$ cat config.mk
export PLATFORM = sky130hd
export DESIGN_NAME = decode_top
export DESIGN_NICKNAME = d
export VERILOG_FILES = /design/src/verilog/core_pkg.sv /design/src/verilog/isa_pkg.sv /design/src/verilog/decode_top.sv /design/src/verilog/id_reg.sv /design/src/verilog/id_stage.sv /design/src/verilog/inst_decoder.sv /design/src/verilog/issue_queue.sv
export SDC_FILE = /design/constraint.sdc
export NUM_CORES = 1
export LEC_CHECK = 0
export BUFFER_PORTS_ARGS = -buffer_cell sky130_fd_sc_hd__clkbuf_2
export CAP_MARGIN = 20
export CORE_ASPECT_RATIO = 1.25
export CORE_MARGIN = 4
export CORE_UTILIZATION = 55
export CTS_BUF_LIST = sky130_fd_sc_hd__clkbuf_8
export DETAILED_ROUTE_END_ITERATION = 10
export PLACE_DENSITY = 0.76
export SLEW_MARGIN = 10
export SYNTH_ARGS = -nofsm -noshare
export SYNTH_HDL_FRONTEND = slang
export SYNTH_SLANG_ARGS = --single-unit
$ cat constraint.sdc
create_clock -name aclk -period 8.64 [get_ports aclk]
set_clock_uncertainty 0.1 [all_clocks]
set_input_delay 1.296 -clock aclk [delete_from_list [all_inputs] [get_ports aclk]]
set_output_delay 1.296 -clock aclk [all_outputs]
set_load 0.05 [all_outputs]
$ cat src/verilog/core_pkg.sv
package core_pkg;

    // ##################################################
    // datapath widths
    // ##################################################
    localparam int XLEN  = 32;                      // pc, instruction and immediate width.
    localparam int REG_W = 5;                       // width of an architectural register index.

    // ##################################################
    // pipeline defaults
    // ##################################################

    // the nop has an all zero opcode field and all zero operands.
    localparam logic [XLEN-1:0] INST_NOP = 32'h0000_0000;

    localparam int IQ_DEPTH_DEF = 4;                // instruction pairs held by the issue queue.

endpackage

$ cat src/verilog/isa_pkg.sv
package isa_pkg;

    // ##################################################
    // instruction field positions
    // ##################################################
    localparam int OPC_MSB = 31;
    localparam int OPC_LSB = 26;
    localparam int IMM_MSB = 21;
    localparam int IMM_LSB = 10;
    localparam int IMM_W   = IMM_MSB - IMM_LSB + 1;
    localparam int RK_LSB  = 10;                    // rk overlaps the low immediate bits.
    localparam int RJ_LSB  = 5;
    localparam int RD_LSB  = 0;

    // ##################################################
    // opcodes, micro-ops and exception codes
    // ##################################################
    typedef enum logic [5:0] {
        OP_NOP     = 6'h00,
        OP_ADD     = 6'h01,
        OP_SUB     = 6'h02,
        OP_AND     = 6'h03,
        OP_OR      = 6'h04,
        OP_ADDI    = 6'h05,
        OP_LD      = 6'h06,
        OP_ST      = 6'h07,
        OP_BEQ     = 6'h08,
        OP_SYSCALL = 6'h09,
        OP_BREAK   = 6'h0a,
        OP_CSRRD   = 6'h0b                          // the only privileged opcode.
    } opcode_e;

    typedef enum logic [3:0] {
        UOP_NOP     = 4'h0,
        UOP_ALU_ADD = 4'h1,
        UOP_ALU_SUB = 4'h2,
        UOP_ALU_AND = 4'h3,
        UOP_ALU_OR  = 4'h4,
        UOP_LOAD    = 4'h5,
        UOP_STORE   = 4'h6,
        UOP_BRANCH  = 4'h7,
        UOP_SYS     = 4'h8,
        UOP_CSR     = 4'h9
    } uop_e;

    typedef enum logic [6:0] {
        EXP_NONE = 7'h00,
        EXP_ADEF = 7'h08,                           // raised by fetch, only passed on here.
        EXP_SYS  = 7'h0b,
        EXP_BRK  = 7'h0c,
        EXP_INE  = 7'h0d
    } excp_e;

endpackage

$ cat src/verilog/decode_top.sv
`timescale 1ns/1ns

module decode_top #(
    parameter int IQ_DEPTH = core_pkg::IQ_DEPTH_DEF
) (
    input  logic                       aclk,
    input  logic                       arst_n,
    input  logic                       flush,
    input  logic                       in_valid,
    output logic                       in_ready,
    input  logic [core_pkg::XLEN-1:0]  in_inst0, in_inst1,
    input  logic [core_pkg::XLEN-1:0]  in_pc0, in_pc1, in_pc_next,
    input  logic                       in_pc_taken,
    input  logic [core_pkg::XLEN-1:0]  in_badv,
    input  isa_pkg::excp_e             in_exception,
    input  logic                       iq_pop,
    output logic                       iq_valid,
    output logic [core_pkg::XLEN-1:0]  iq_inst0, iq_inst1,
    output logic [core_pkg::XLEN-1:0]  iq_pc0, iq_pc1, iq_pc_next,
    output logic                       iq_pc_taken,
    output logic [core_pkg::XLEN-1:0]  iq_badv,
    output isa_pkg::excp_e             iq_exception,
    output isa_pkg::uop_e              iq_uop0, iq_uop1,
    output logic [core_pkg::XLEN-1:0]  iq_imm0, iq_imm1,
    output logic [core_pkg::REG_W-1:0] iq_rd0, iq_rd1, iq_rj0, iq_rj1, iq_rk0, iq_rk1,
    output logic                       iq_is_alu0, iq_is_alu1,
    output logic                       iq_is_priv0, iq_is_priv1
);
    import isa_pkg::*;
    import core_pkg::*;

    // ##################################################
    // decode to pipeline register
    // ##################################################
    uop_e              uop0, uop1;
    logic [XLEN-1:0]   imm0, imm1;
    logic [REG_W-1:0]  rd0, rd1, rj0, rj1, rk0, rk1;
    logic              is_alu0, is_alu1, is_priv0, is_priv1;
    logic              is_syscall0, is_break0;
    logic              invalid_instruction;

    // ##################################################
    // pipeline register to issue queue
    // ##################################################
    logic              reg_valid, reg_allowin;
    logic [XLEN-1:0]   reg_inst0, reg_inst1, reg_pc0, reg_pc1, reg_pc_next, reg_badv;
    logic              reg_pc_taken;
    excp_e             reg_exception;
    uop_e              reg_uop0, reg_uop1;
    logic [XLEN-1:0]   reg_imm0, reg_imm1;
    logic [REG_W-1:0]  reg_rd0, reg_rd1, reg_rj0, reg_rj1, reg_rk0, reg_rk1;
    logic              reg_is_alu0, reg_is_alu1, reg_is_priv0, reg_is_priv1;

    // slot 1 traps are not taken, so its syscall and break flags stop here.
    id_stage u_id_stage (
        .is_syscall1 (),
        .is_break1   (),
        .*
    );

    // decode is combinational, so an offered pair is ready to go at once.
    id_reg u_id_reg (
        .id_readygo (in_valid),
        .id_allowin (in_ready),
        .*
    );

    issue_queue #(
        .IQ_DEPTH (IQ_DEPTH)
    ) u_issue_queue (
        .*
    );

endmodule

$ cat src/verilog/id_reg.sv
`timescale 1ns/1ns

module id_reg (
    input  logic                       aclk,
    input  logic                       arst_n,
    input  logic                       flush,
    input  logic                       id_readygo,
    output logic                       id_allowin,
    input  logic                       reg_allowin,
    output logic                       reg_valid,
    input  logic [core_pkg::XLEN-1:0]  in_inst0, in_inst1,
    input  logic [core_pkg::XLEN-1:0]  in_pc0, in_pc1, in_pc_next,
    input  logic                       in_pc_taken,
    input  logic [core_pkg::XLEN-1:0]  in_badv,
    input  isa_pkg::excp_e             in_exception,
    input  isa_pkg::uop_e              uop0, uop1,
    input  logic [core_pkg::XLEN-1:0]  imm0, imm1,
    input  logic [core_pkg::REG_W-1:0] rd0, rd1, rj0, rj1, rk0, rk1,
    input  logic                       is_alu0, is_alu1,
    input  logic                       is_syscall0, is_break0,
    input  logic                       is_priv0, is_priv1,
    input  logic                       invalid_instruction,
    output logic [core_pkg::XLEN-1:0]  reg_inst0, reg_inst1,
    output logic [core_pkg::XLEN-1:0]  reg_pc0, reg_pc1, reg_pc_next,
    output logic                       reg_pc_taken,
    output logic [core_pkg::XLEN-1:0]  reg_badv,
    output isa_pkg::excp_e             reg_exception,
    output isa_pkg::uop_e              reg_uop0, reg_uop1,
    output logic [core_pkg::XLEN-1:0]  reg_imm0, reg_imm1,
    output logic [core_pkg::REG_W-1:0] reg_rd0, reg_rd1, reg_rj0, reg_rj1, reg_rk0, reg_rk1,
    output logic                       reg_is_alu0, reg_is_alu1,
    output logic                       reg_is_priv0, reg_is_priv1
);
    import isa_pkg::*;
    import core_pkg::*;

    logic  take;
    logic  bubble;
    excp_e excp_next;

    assign id_allowin = !reg_valid || reg_allowin;  // empty, or the queue takes our pair now.
    assign take       = id_readygo && id_allowin;
    assign bubble     = flush || (id_allowin && !id_readygo);

    // fetch faults win over decode faults, and only slot 0 may trap on syscall or break.
    always_comb begin
        if (in_exception != EXP_NONE) begin
            excp_next = in_exception;
        end else if (invalid_instruction) begin
            excp_next = EXP_INE;
        end else if (is_syscall0) begin
            excp_next = EXP_SYS;
        end else if (is_break0) begin
            excp_next = EXP_BRK;
        end else begin
            excp_next = EXP_NONE;
        end
    end

    always_ff @(posedge aclk or negedge arst_n) begin
        if (!arst_n) begin
            reg_valid <= 1'b0;
        end else if (flush) begin
            reg_valid <= 1'b0;
        end else if (id_allowin) begin
            reg_valid <= id_readygo;
        end
    end

    // ##################################################
    // payload, held whenever id_allowin is low
    // ##################################################
    always_ff @(posedge aclk) begin
        if (bubble) begin
            reg_inst0     <= INST_NOP;
            reg_inst1     <= INST_NOP;
            reg_exception <= EXP_NONE;
            reg_uop0      <= UOP_NOP;
            reg_uop1      <= UOP_NOP;
            reg_is_alu0   <= 1'b1;
            reg_is_alu1   <= 1'b1;
            reg_is_priv0  <= 1'b0;
            reg_is_priv1  <= 1'b0;
        end else if (take) begin
            reg_inst0     <= in_inst0;
            reg_inst1     <= in_inst1;
            reg_pc0       <= in_pc0;
            reg_pc1       <= in_pc1;
            reg_pc_next   <= in_pc_next;
            reg_pc_taken  <= in_pc_taken;
            reg_badv      <= in_badv;
            reg_exception <= excp_next;
            reg_uop0      <= uop0;
            reg_uop1      <= uop1;
            reg_imm0      <= imm0;
            reg_imm1      <= imm1;
            reg_rd0       <= rd0;
            reg_rd1       <= rd1;
            reg_rj0       <= rj0;
            reg_rj1       <= rj1;
            reg_rk0       <= rk0;
            reg_rk1       <= rk1;
            reg_is_alu0   <= is_alu0;
            reg_is_alu1   <= is_alu1;
            reg_is_priv0  <= is_priv0;
            reg_is_priv1  <= is_priv1;
        end
    end

endmodule

$ cat src/verilog/id_stage.sv
`timescale 1ns/1ns

module id_stage (
    input  logic [core_pkg::XLEN-1:0]  in_inst0,
    input  logic [core_pkg::XLEN-1:0]  in_inst1,
    output isa_pkg::uop_e              uop0, uop1,
    output logic [core_pkg::XLEN-1:0]  imm0, imm1,
    output logic [core_pkg::REG_W-1:0] rd0, rd1,
    output logic [core_pkg::REG_W-1:0] rj0, rj1,
    output logic [core_pkg::REG_W-1:0] rk0, rk1,
    output logic                       is_alu0, is_alu1,
    output logic                       is_syscall0, is_syscall1,
    output logic                       is_break0, is_break1,
    output logic                       is_priv0, is_priv1,
    output logic                       invalid_instruction
);
    logic illegal0;
    logic illegal1;

    inst_decoder u_dec0 (
        .inst       (in_inst0),
        .uop        (uop0),
        .imm        (imm0),
        .rd         (rd0),
        .rj         (rj0),
        .rk         (rk0),
        .is_alu     (is_alu0),
        .is_syscall (is_syscall0),
        .is_break   (is_break0),
        .is_priv    (is_priv0),
        .illegal    (illegal0)
    );

    inst_decoder u_dec1 (
        .inst       (in_inst1),
        .uop        (uop1),
        .imm        (imm1),
        .rd         (rd1),
        .rj         (rj1),
        .rk         (rk1),
        .is_alu     (is_alu1),
        .is_syscall (is_syscall1),
        .is_break   (is_break1),
        .is_priv    (is_priv1),
        .illegal    (illegal1)
    );

    // the pair carries one exception code, so either slot faults the whole pair.
    assign invalid_instruction = illegal0 || illegal1;

endmodule

$ cat src/verilog/inst_decoder.sv
`timescale 1ns/1ns

module inst_decoder (
    input  logic [core_pkg::XLEN-1:0]  inst,
    output isa_pkg::uop_e              uop,
    output logic [core_pkg::XLEN-1:0]  imm,
    output logic [core_pkg::REG_W-1:0] rd,
    output logic [core_pkg::REG_W-1:0] rj,
    output logic [core_pkg::REG_W-1:0] rk,
    output logic                       is_alu,
    output logic                       is_syscall,
    output logic                       is_break,
    output logic                       is_priv,
    output logic                       illegal
);
    import isa_pkg::*;
    import core_pkg::*;

    opcode_e opcode;

    assign opcode = opcode_e'(inst[OPC_MSB:OPC_LSB]);

    // fields are extracted for every opcode, the back end ignores the ones it does not need.
    assign imm = {{(XLEN - IMM_W){inst[IMM_MSB]}}, inst[IMM_MSB:IMM_LSB]};
    assign rd  = inst[RD_LSB +: REG_W];
    assign rj  = inst[RJ_LSB +: REG_W];
    assign rk  = inst[RK_LSB +: REG_W];

    always_comb begin
        uop        = UOP_NOP;
        is_alu     = 1'b0;
        is_syscall = 1'b0;
        is_break   = 1'b0;
        is_priv    = 1'b0;
        illegal    = 1'b0;
        case (opcode)
            OP_NOP: begin
                is_alu = 1'b1;                      // a nop occupies an alu slot like a bubble.
            end
            OP_ADD, OP_ADDI: begin
                uop    = UOP_ALU_ADD;
                is_alu = 1'b1;
            end
            OP_SUB: begin
                uop    = UOP_ALU_SUB;
                is_alu = 1'b1;
            end
            OP_AND: begin
                uop    = UOP_ALU_AND;
                is_alu = 1'b1;
            end
            OP_OR: begin
                uop    = UOP_ALU_OR;
                is_alu = 1'b1;
            end
            OP_LD: begin
                uop = UOP_LOAD;
            end
            OP_ST: begin
                uop = UOP_STORE;
            end
            OP_BEQ: begin
                uop = UOP_BRANCH;
            end
            OP_SYSCALL: begin
                uop        = UOP_SYS;
                is_syscall = 1'b1;
            end
            OP_BREAK: begin
                uop      = UOP_SYS;
                is_break = 1'b1;
            end
            OP_CSRRD: begin
                uop     = UOP_CSR;
                is_priv = 1'b1;
            end
            default: begin
                illegal = 1'b1;                     // unknown opcode travels on as a nop.
            end
        endcase
    end

endmodule

$ cat src/verilog/issue_queue.sv
`timescale 1ns/1ns

module issue_queue #(
    parameter int IQ_DEPTH = core_pkg::IQ_DEPTH_DEF
) (
    input  logic                       aclk,
    input  logic                       arst_n,
    input  logic                       flush,
    input  logic                       reg_valid,
    output logic                       reg_allowin,
    input  logic [core_pkg::XLEN-1:0]  reg_inst0, reg_inst1,
    input  logic [core_pkg::XLEN-1:0]  reg_pc0, reg_pc1, reg_pc_next,
    input  logic                       reg_pc_taken,
    input  logic [core_pkg::XLEN-1:0]  reg_badv,
    input  isa_pkg::excp_e             reg_exception,
    input  isa_pkg::uop_e              reg_uop0, reg_uop1,
    input  logic [core_pkg::XLEN-1:0]  reg_imm0, reg_imm1,
    input  logic [core_pkg::REG_W-1:0] reg_rd0, reg_rd1, reg_rj0, reg_rj1, reg_rk0, reg_rk1,
    input  logic                       reg_is_alu0, reg_is_alu1,
    input  logic                       reg_is_priv0, reg_is_priv1,
    input  logic                       iq_pop,
    output logic                       iq_valid,
    output logic [core_pkg::XLEN-1:0]  iq_inst0, iq_inst1,
    output logic [core_pkg::XLEN-1:0]  iq_pc0, iq_pc1, iq_pc_next,
    output logic                       iq_pc_taken,
    output logic [core_pkg::XLEN-1:0]  iq_badv,
    output isa_pkg::excp_e             iq_exception,
    output isa_pkg::uop_e              iq_uop0, iq_uop1,
    output logic [core_pkg::XLEN-1:0]  iq_imm0, iq_imm1,
    output logic [core_pkg::REG_W-1:0] iq_rd0, iq_rd1, iq_rj0, iq_rj1, iq_rk0, iq_rk1,
    output logic                       iq_is_alu0, iq_is_alu1,
    output logic                       iq_is_priv0, iq_is_priv1
);
    import isa_pkg::*;
    import core_pkg::*;

    localparam int PTR_W  = $clog2(IQ_DEPTH);
    localparam int CNT_W  = $clog2(IQ_DEPTH + 1);
    localparam int DATA_W = 8 * XLEN + 6 * REG_W + 5; // plain bit fields of one pair.

    logic [DATA_W-1:0] data_mem [IQ_DEPTH];
    uop_e              uop0_mem [IQ_DEPTH];
    uop_e              uop1_mem [IQ_DEPTH];
    excp_e             excp_mem [IQ_DEPTH];
    logic [PTR_W-1:0]  rd_ptr;
    logic [PTR_W-1:0]  wr_ptr;
    logic [CNT_W-1:0]  count;
    logic              full;
    logic              push;
    logic              pop;

    assign iq_valid    = (count != '0);
    assign full        = (count == CNT_W'(IQ_DEPTH));
    assign pop         = iq_pop && iq_valid;    // a pop on an empty queue is dropped.
    assign reg_allowin = !full || pop;          // a full queue still frees the head slot.
    assign push        = reg_valid && reg_allowin;

    always_ff @(posedge aclk or negedge arst_n) begin
        if (!arst_n) begin
            rd_ptr <= '0;
            wr_ptr <= '0;
            count  <= '0;
        end else if (flush) begin
            rd_ptr <= '0;
            wr_ptr <= '0;
            count  <= '0;
        end else begin
            if (push) begin
                wr_ptr <= wr_ptr + 1'b1;        // power of two depth wraps by itself.
            end
            if (pop) begin
                rd_ptr <= rd_ptr + 1'b1;
            end
            if (push && !pop) begin
                count <= count + 1'b1;
            end else if (pop && !push) begin
                count <= count - 1'b1;
            end
        end
    end

    always_ff @(posedge aclk) begin
        if (push) begin
            data_mem[wr_ptr] <= {reg_inst0, reg_inst1, reg_pc0, reg_pc1, reg_pc_next, reg_badv,
                                 reg_imm0, reg_imm1, reg_rd0, reg_rd1, reg_rj0, reg_rj1,
                                 reg_rk0, reg_rk1, reg_pc_taken, reg_is_alu0, reg_is_alu1,
                                 reg_is_priv0, reg_is_priv1};
            uop0_mem[wr_ptr] <= reg_uop0;
            uop1_mem[wr_ptr] <= reg_uop1;
            excp_mem[wr_ptr] <= reg_exception;
        end
    end

    // ##################################################
    // head of queue
    // ##################################################
    assign {iq_inst0, iq_inst1, iq_pc0, iq_pc1, iq_pc_next, iq_badv,
            iq_imm0, iq_imm1, iq_rd0, iq_rd1, iq_rj0, iq_rj1,
            iq_rk0, iq_rk1, iq_pc_taken, iq_is_alu0, iq_is_alu1,
            iq_is_priv0, iq_is_priv1} = data_mem[rd_ptr];
    assign iq_uop0      = uop0_mem[rd_ptr];
    assign iq_uop1      = uop1_mem[rd_ptr];
    assign iq_exception = excp_mem[rd_ptr];

endmodule
Word level (Yosys, flattened, before mapping) --
Memory sizes are Yosys's and may differ from the RTL's. Cells that the tools add are included. Widths: inputs -> output; s select.
Word-level totals: bits in writable memories 1224, output and inout bits 308, memories 4, logic and storage cells 115, bits of input ports 205, flip-flop bits (word level) 274
Memory list:
- u_issue_queue.data_mem | words 4, bits a word 291, read ports 1, clocked after memory_dff 0, write ports 1, line issue_queue.sv:41 | logic [DATA_W-1:0] data_mem [IQ_DEPTH];
- u_issue_queue.excp_mem | words 4, bits a word 7, read ports 1, clocked after memory_dff 0, write ports 1, line issue_queue.sv:44 | excp_e excp_mem [IQ_DEPTH];
- u_issue_queue.uop0_mem | words 4, bits a word 4, read ports 1, clocked after memory_dff 0, write ports 1, line issue_queue.sv:42 | uop_e uop0_mem [IQ_DEPTH];
- u_issue_queue.uop1_mem | words 4, bits a word 4, read ports 1, clocked after memory_dff 0, write ports 1, line issue_queue.sv:43 | uop_e uop1_mem [IQ_DEPTH];
Operators by class: equality and inequality tests 23, reductions and logical operators 32, bitwise gates (word level) 1, muxes and demuxes 25, add/subtract/negate cells 4
Operators with widths (number):
- $pmux 4 s9 | 2
- $eq 6x3->1 const B | 8
- $eq 6x4->1 const B | 8
- $eq 6x2->1 const B | 4
- $reduce_or 12->1 | 2
- $mux 7 | 3
- $eq 6x1->1 const B | 2
- $logic_not 6->1 | 2
- $mux 1 | 12
- $reduce_or 6->1 | 2
- $mux 3 | 3
- $mux 2 | 4
- $reduce_or 2->1 | 4
- $reduce_bool 7->1 | 1
- $logic_and 1x1->1 | 6
- $reduce_bool 2->1 | 3
- $reduce_bool 3->1 | 2
- $logic_not 1->1 | 5
- $add 2x1->2 const B | 2
- $logic_or 1x1->1 | 4
- $mux 4 | 1
- $add 3x1->3 const B | 1
- $eq 3x3->1 const B | 1
- $sub 3x1->3 const B | 1
- other kinds (2) | 2

Depth between registers and ports, before layout --
depth after elaboration 9, mapped depth 9, mapped depth without buffers 8

By module --
Synthesis repeated with hierarchy kept, for this count alone.
Unflattened totals: cells, all modules 2422, area total of the unflattened synthesis 56260.2 um^2
Modules (own cells, without submodules):
- issue_queue | area each 44622.8 um^2, cells an instance 1658, sequential area each 36930.4 um^2, instances 1
- id_reg | area each 10490.1 um^2, cells an instance 609, sequential area each 8383.0 um^2, instances 1
- inst_decoder | area each 570.5 um^2, cells an instance 77, sequential area each 0.0 um^2, instances 2
- id_stage | area each 6.3 um^2, cells an instance 1, sequential area each 0.0 um^2, instances 1

Worst setup path before layout --
No wires, ideal clock.
path type input-to-reg, start in in_valid, end reg u_id_reg.reg_badv[0] in the netlist's numbering (enable), data arrival time 9073 ps, required time 7828 ps, setup time 712 ps, stages 5, path slack -1245 ps, path through clkbuf_2 -> inv_2 -> a21o_1 -> buf_6 -> nor2_1
Between the ends: cells in the longest elaborated chain, start to end 5, elaborated cells between the ends (all ways) 6, those cells by class bitwise (1); reduce/logical (5)
Ends and longest elaborated chain:
- start, declared | line decode_top.sv:9 | input logic in_valid,
- $logic_not 1->1 | line id_reg.sv:43 | assign bubble = flush || (id_allowin && !id_readygo);
- $logic_and 1x1->1 | line id_reg.sv:43
- $logic_or 1x1->1 | line id_reg.sv:43
- $not 1->1 (no line)
- $reduce_and 2->1 (no line) (*)
- end signal, assigned | line id_reg.sv:91 | reg_badv <= in_badv;
- end, declared | line id_reg.sv:26 | output logic [core_pkg::XLEN-1:0] reg_badv,
Every way passes the cells marked *; elsewhere a longest branch is shown, timed or not. A chain may end at the register's enable or synchronous reset.

Worst setup path in the final report --
start reg u_issue_queue.rd_ptr[1], end out iq_imm0[19] in the netlist's numbering
Between the ends: cells in the longest elaborated chain, start to end 1
Ends and longest elaborated chain:
- start, declared | line issue_queue.sv:45 | logic [PTR_W-1:0] rd_ptr;
- start signal, assigned | line issue_queue.sv:72 | rd_ptr <= rd_ptr + 1'b1;
- $mem_v2 4x291
- end, declared | line decode_top.sv:24 | output logic [core_pkg::XLEN-1:0] iq_imm0, iq_imm1,
No other way between the ends.

==> qor.csv <==
stage;metric;value;unit
worst_setup_path;WP buf/inv;2;
worst_setup_path;delay-heaviest family, CP;buffers and inverters;
worst_setup_path;Worst Path Max Fanout;67;
power;Seq pwr share;48.7;%
synthesis;Ys Warns;0;
power;Comb pwr share;19.5;%
run;max cap viols;0;
synthesis;Post-synth ARST share;0.6211;%
global_route;first-pass GRT wire length;148600;microns
power;sw power;4.414;mW
worst_setup_path;crit end category;output pin;
power;Pleak;18.05;nW
detailed_routing;drt wl/cell;25.70;microns
worst_setup_path;crit-path max cell delay;1.00;ns
cts;CTS tree;yes;
synthesis;Synth cell types;53;
floorplanning;row cnt;118;
worst_setup_path;Req. time, crit path;7.24;ns
detailed_routing;DR vias;22260;
global_route;pin count of the biggest net entering global routing;143;
synthesis;Gate Count Post-Synth;2041;
worst_setup_path;CP Cell Sequence;buf_4 -> mux4_2 -> clkbuf_2;
worst_setup_path;CP max-delay cell;dfrtp_4;
synthesis;most instantiated cells after synthesis;edfxtp_1 (1197), mux4_2 (256), nand2_1 (84);
floorplanning;core area;83120;sq um
placed_design;Final GP Congestion;0.7691;
layout;Final Core Density;64.24;%
detailed_routing;drt via density;5.771;
worst_setup_path;WS Path Type;reg -> out;
sta;RSZ-0062 raised after global routing;no;
synthesis;Mapped Area;46270;sq um
layout;synth-to-layout area growth;15.39;%
floorplanning;Die X;267.4;microns
detailed_routing;DRC viols;0;
synthesis;sequential fraction of the synthesis area;81.70;%
worst_setup_path;Worst EP arrival;3.76;ns
synthesis;largest area contributor in the netlist;edfxtp_1;
synthesis;ys flop type;edfxtp_1;
cts;deepest clock path buffer count;3;
synthesis;largest cells by area after synthesis;edfxtp_1 (78%), mux4_2 (12%), dfxtp_1 (3.6%);
cts;CTS H-tree lvls;4;
hold_path;worst hold-check path type;in -> async;
global_route;vias in the first global route;23780;
cts;hold-fix buffers at CTS;0;
layout;share of post-route cells with drive strength above 1;38.53;%
synthesis;Post-synth EDFFs;1197;
sta;fmax;193.8;MHz
power;Net Sw Frac;30.06;%
run_status;status;finished, final reports clean;
synthesis;Avg Inst Size Synth;22.67;sq um
worst_setup_path;Worst setup SP type;register;
power;Clock Power Share;31.8;%
cts;clock buffer count from CTS;187;
layout;Filler cells;5383;
layout;nets;2825;
power;total power;14.68;mW
detailed_routing;Post-Route WL;99120;microns
sta;Max Slew Vio Count;0;
floorplanning;Die ar.;88870;sq um
power;Peak VDD IR;213.6;uV
floorplanning;Die Y;332.3;microns
detailed_routing;DRT iter0 DRCs;1932;
floorplanning;initial core utilization;55.67;%
cts;clock slew at reported path FFs;0.06;ns
synthesis;Yosys top cell area share;77.68;%
sta;final hold violation count;0;
global_route;total gr overflow;0;
detailed_routing;ANT nets after route;0;
sta;Final TNS setup;0;ns
sta;part of the cycle the worst path needs;59.72;%
sta;fin crit period;5.160;ns
floorplanning;IO Count;513;
power;Int Power;10.27;mW
detailed_routing;first drt pass iteration count;5;
power;PD cells;275.0;nW/um^2
synthesis;synthesized net count;2251;
cts;clock latency on the worst-skew pair;0.83;ns
sta;Rel. slew slack;24.62;%
placed_design;dpl hpwl;57890;microns
global_route;initial antenna violation count;13;
placed_design;IO Port Bufs;512;
synthesis;most frequent cell after synthesis;edfxtp_1;
cts;Setup Fix Bufs, Post-CTS;0;
sta;measured slew at the worst slew-check pin;1.131;ns
cts;Clock Sinks;1288;
sta;Setup Viol. Count Final;0;
global_route;gr usage total;22.39;%
synthesis;Yosys reg bits;1288;
cts;Clock Root Buffer;clkbuf_8;
cts;Resized Gates After CTS;0;
==> power by group through the flow <==
stage	Combinational, mW	Clock, mW	Sequential [mW]
floorplan	2.31	0	7.24
global placement	2.89	0	7.26
detailed placement	2.90	0	7.28
CTS	2.91	4.77	7.15
global route	2.99	5.09	7.17
finish	2.87	4.67	7.15
==> sequential cells by signal, summed over array words and instances, names as in the netlist, 7 cells and up <==
register / cells
u_id_reg.reg_badv: 32
u_id_reg.reg_exception: 7
u_id_reg.reg_imm0: 8
u_id_reg.reg_imm1: 8
u_id_reg.reg_inst0: 32
u_id_reg.reg_inst1: 32
u_id_reg.reg_pc0: 32
u_id_reg.reg_pc1: 32
u_id_reg.reg_pc_next: 32
u_issue_queue.data_mem: 964
u_issue_queue.excp_mem: 28
u_issue_queue.uop0_mem: 16
u_issue_queue.uop1_mem: 16
==> cell families (layout without fill, tap and decap cells) <==
family | after synthesis | in the layout | share of synthesized area (%)
DFF | 1288 | 1288 | 81.70
and+or+nand+nor | 210 | 210 | 2.236
AOI/OAI and AO/OA | 113 | 113 | 1.417
buffers and inverters | 162 | 888 | 1.901
adders and majority gates | 5 | 5 | 0.1514
xor gates and xnor gates | 6 | 6 | 0.1136
muxes | 257 | 257 | 12.48
other | 0 | 10 | 0
==> placed cells by master (no fill, tap or decap), drive strengths merged, types with 4 or more instances in the layout <==
| cell type | n |
|---|---|
| edfxtp | 1197 |
| clkbuf | 727 |
| mux4 | 256 |
| nand2 | 84 |
| dfxtp | 83 |
| a21oi | 83 |
| nand3 | 71 |
| inv | 67 |
| clkinv | 59 |
| buf | 26 |
| nor2 | 16 |
| diode | 10 |
| dfrtp | 8 |
| and3 | 8 |
| o21ai | 6 |
| nor3 | 5 |
| bufinv | 5 |
| nor2b | 4 |
| a221oi | 4 |
| ha | 4 |
| clkinvlp | 4 |
==> stage by stage <==
| step | hold WS [ns] | instance area, sq um | std cells | setup WS, ns |
|---|---|---|---|---|
| 4_1_cts | 0.1497 | 53320 | 3845 | 3.339 |
| 6_report | 0.2474 | 53400 | 3857 | 3.480 |
| 3_3_place_gp | 0.3641 | 49640 | 3504 | 4.262 |
| 5_1_grt | 0.1738 | 53390 | 3855 | 3.261 |
| 2_1_floorplan | 0.3587 | 46280 | 2041 | 0.3895 |
| 3_5_place_dp | 0.3794 | 49640 | 3504 | 4.256 |
==> routing by layer <==
metal / track usage, % / vias to the layer above / wire length, microns
met4: 7.952 / 10 / 2579
met5: 0 / - / 51
met1: 28.89 / 11610 / 37750
met2: 37.68 / 931 / 51960
li1: - / 9538 / -
met3: 5.386 / 168 / 6781
==> layout make-up <==
type / count / area, sq um / area share [%]
sequential: 1288 / 37810 / 70.82
antenna: 10 / 25.02 / 0.04686
inverter: 11 / 43.79 / 0.08201
timing repair buffer: 536 / 2855 / 5.347
tap: 1080 / 1351 / 2.531
clock inverter: 124 / 701.9 / 1.315
clock buffer: 217 / 2987 / 5.593
multi-input combinational: 591 / 7619 / 14.27
==> worst paths after layout <==
| kind | slack, ns | cells after the start | start | end |
|---|---|---|---|---|
| setup / recovery | 3.48 | 3 | u_issue_queue.rd_ptr[1]$_DFFE_PN0P_ | iq_imm0[19] |
| hold / removal | 0.25 | 1 | arst_n | u_issue_queue.wr_ptr[0]$_DFFE_PN0P_ |
| setup reg to reg | 5.45 | 3 | u_issue_queue.count[0]$_DFFE_PN0P_ | u_issue_queue.data_mem[2][231]$_DFFE_PP_ |
| hold reg to reg | 0.37 | 0 | u_id_reg.reg_pc_next[11]$_DFFE_PP_ | u_issue_queue.data_mem[1][142]$_DFFE_PP_ |
| max in group asynchronous | 7.90 | 1 | arst_n | u_issue_queue.rd_ptr[0]$_DFFE_PN0P_ |
| min in group aclk | 0.37 | 0 | u_id_reg.reg_pc_next[11]$_DFFE_PP_ | u_issue_queue.data_mem[1][142]$_DFFE_PP_ |
==> worst reg2reg max path, cell delays in order (launching register included) <==
cell and delay (ns):
dfrtp_1 0.52, or4b_2 0.25, and3_4 0.84, buf_4 0.99
Note: power is estimated with default switching activity, not from simulation.
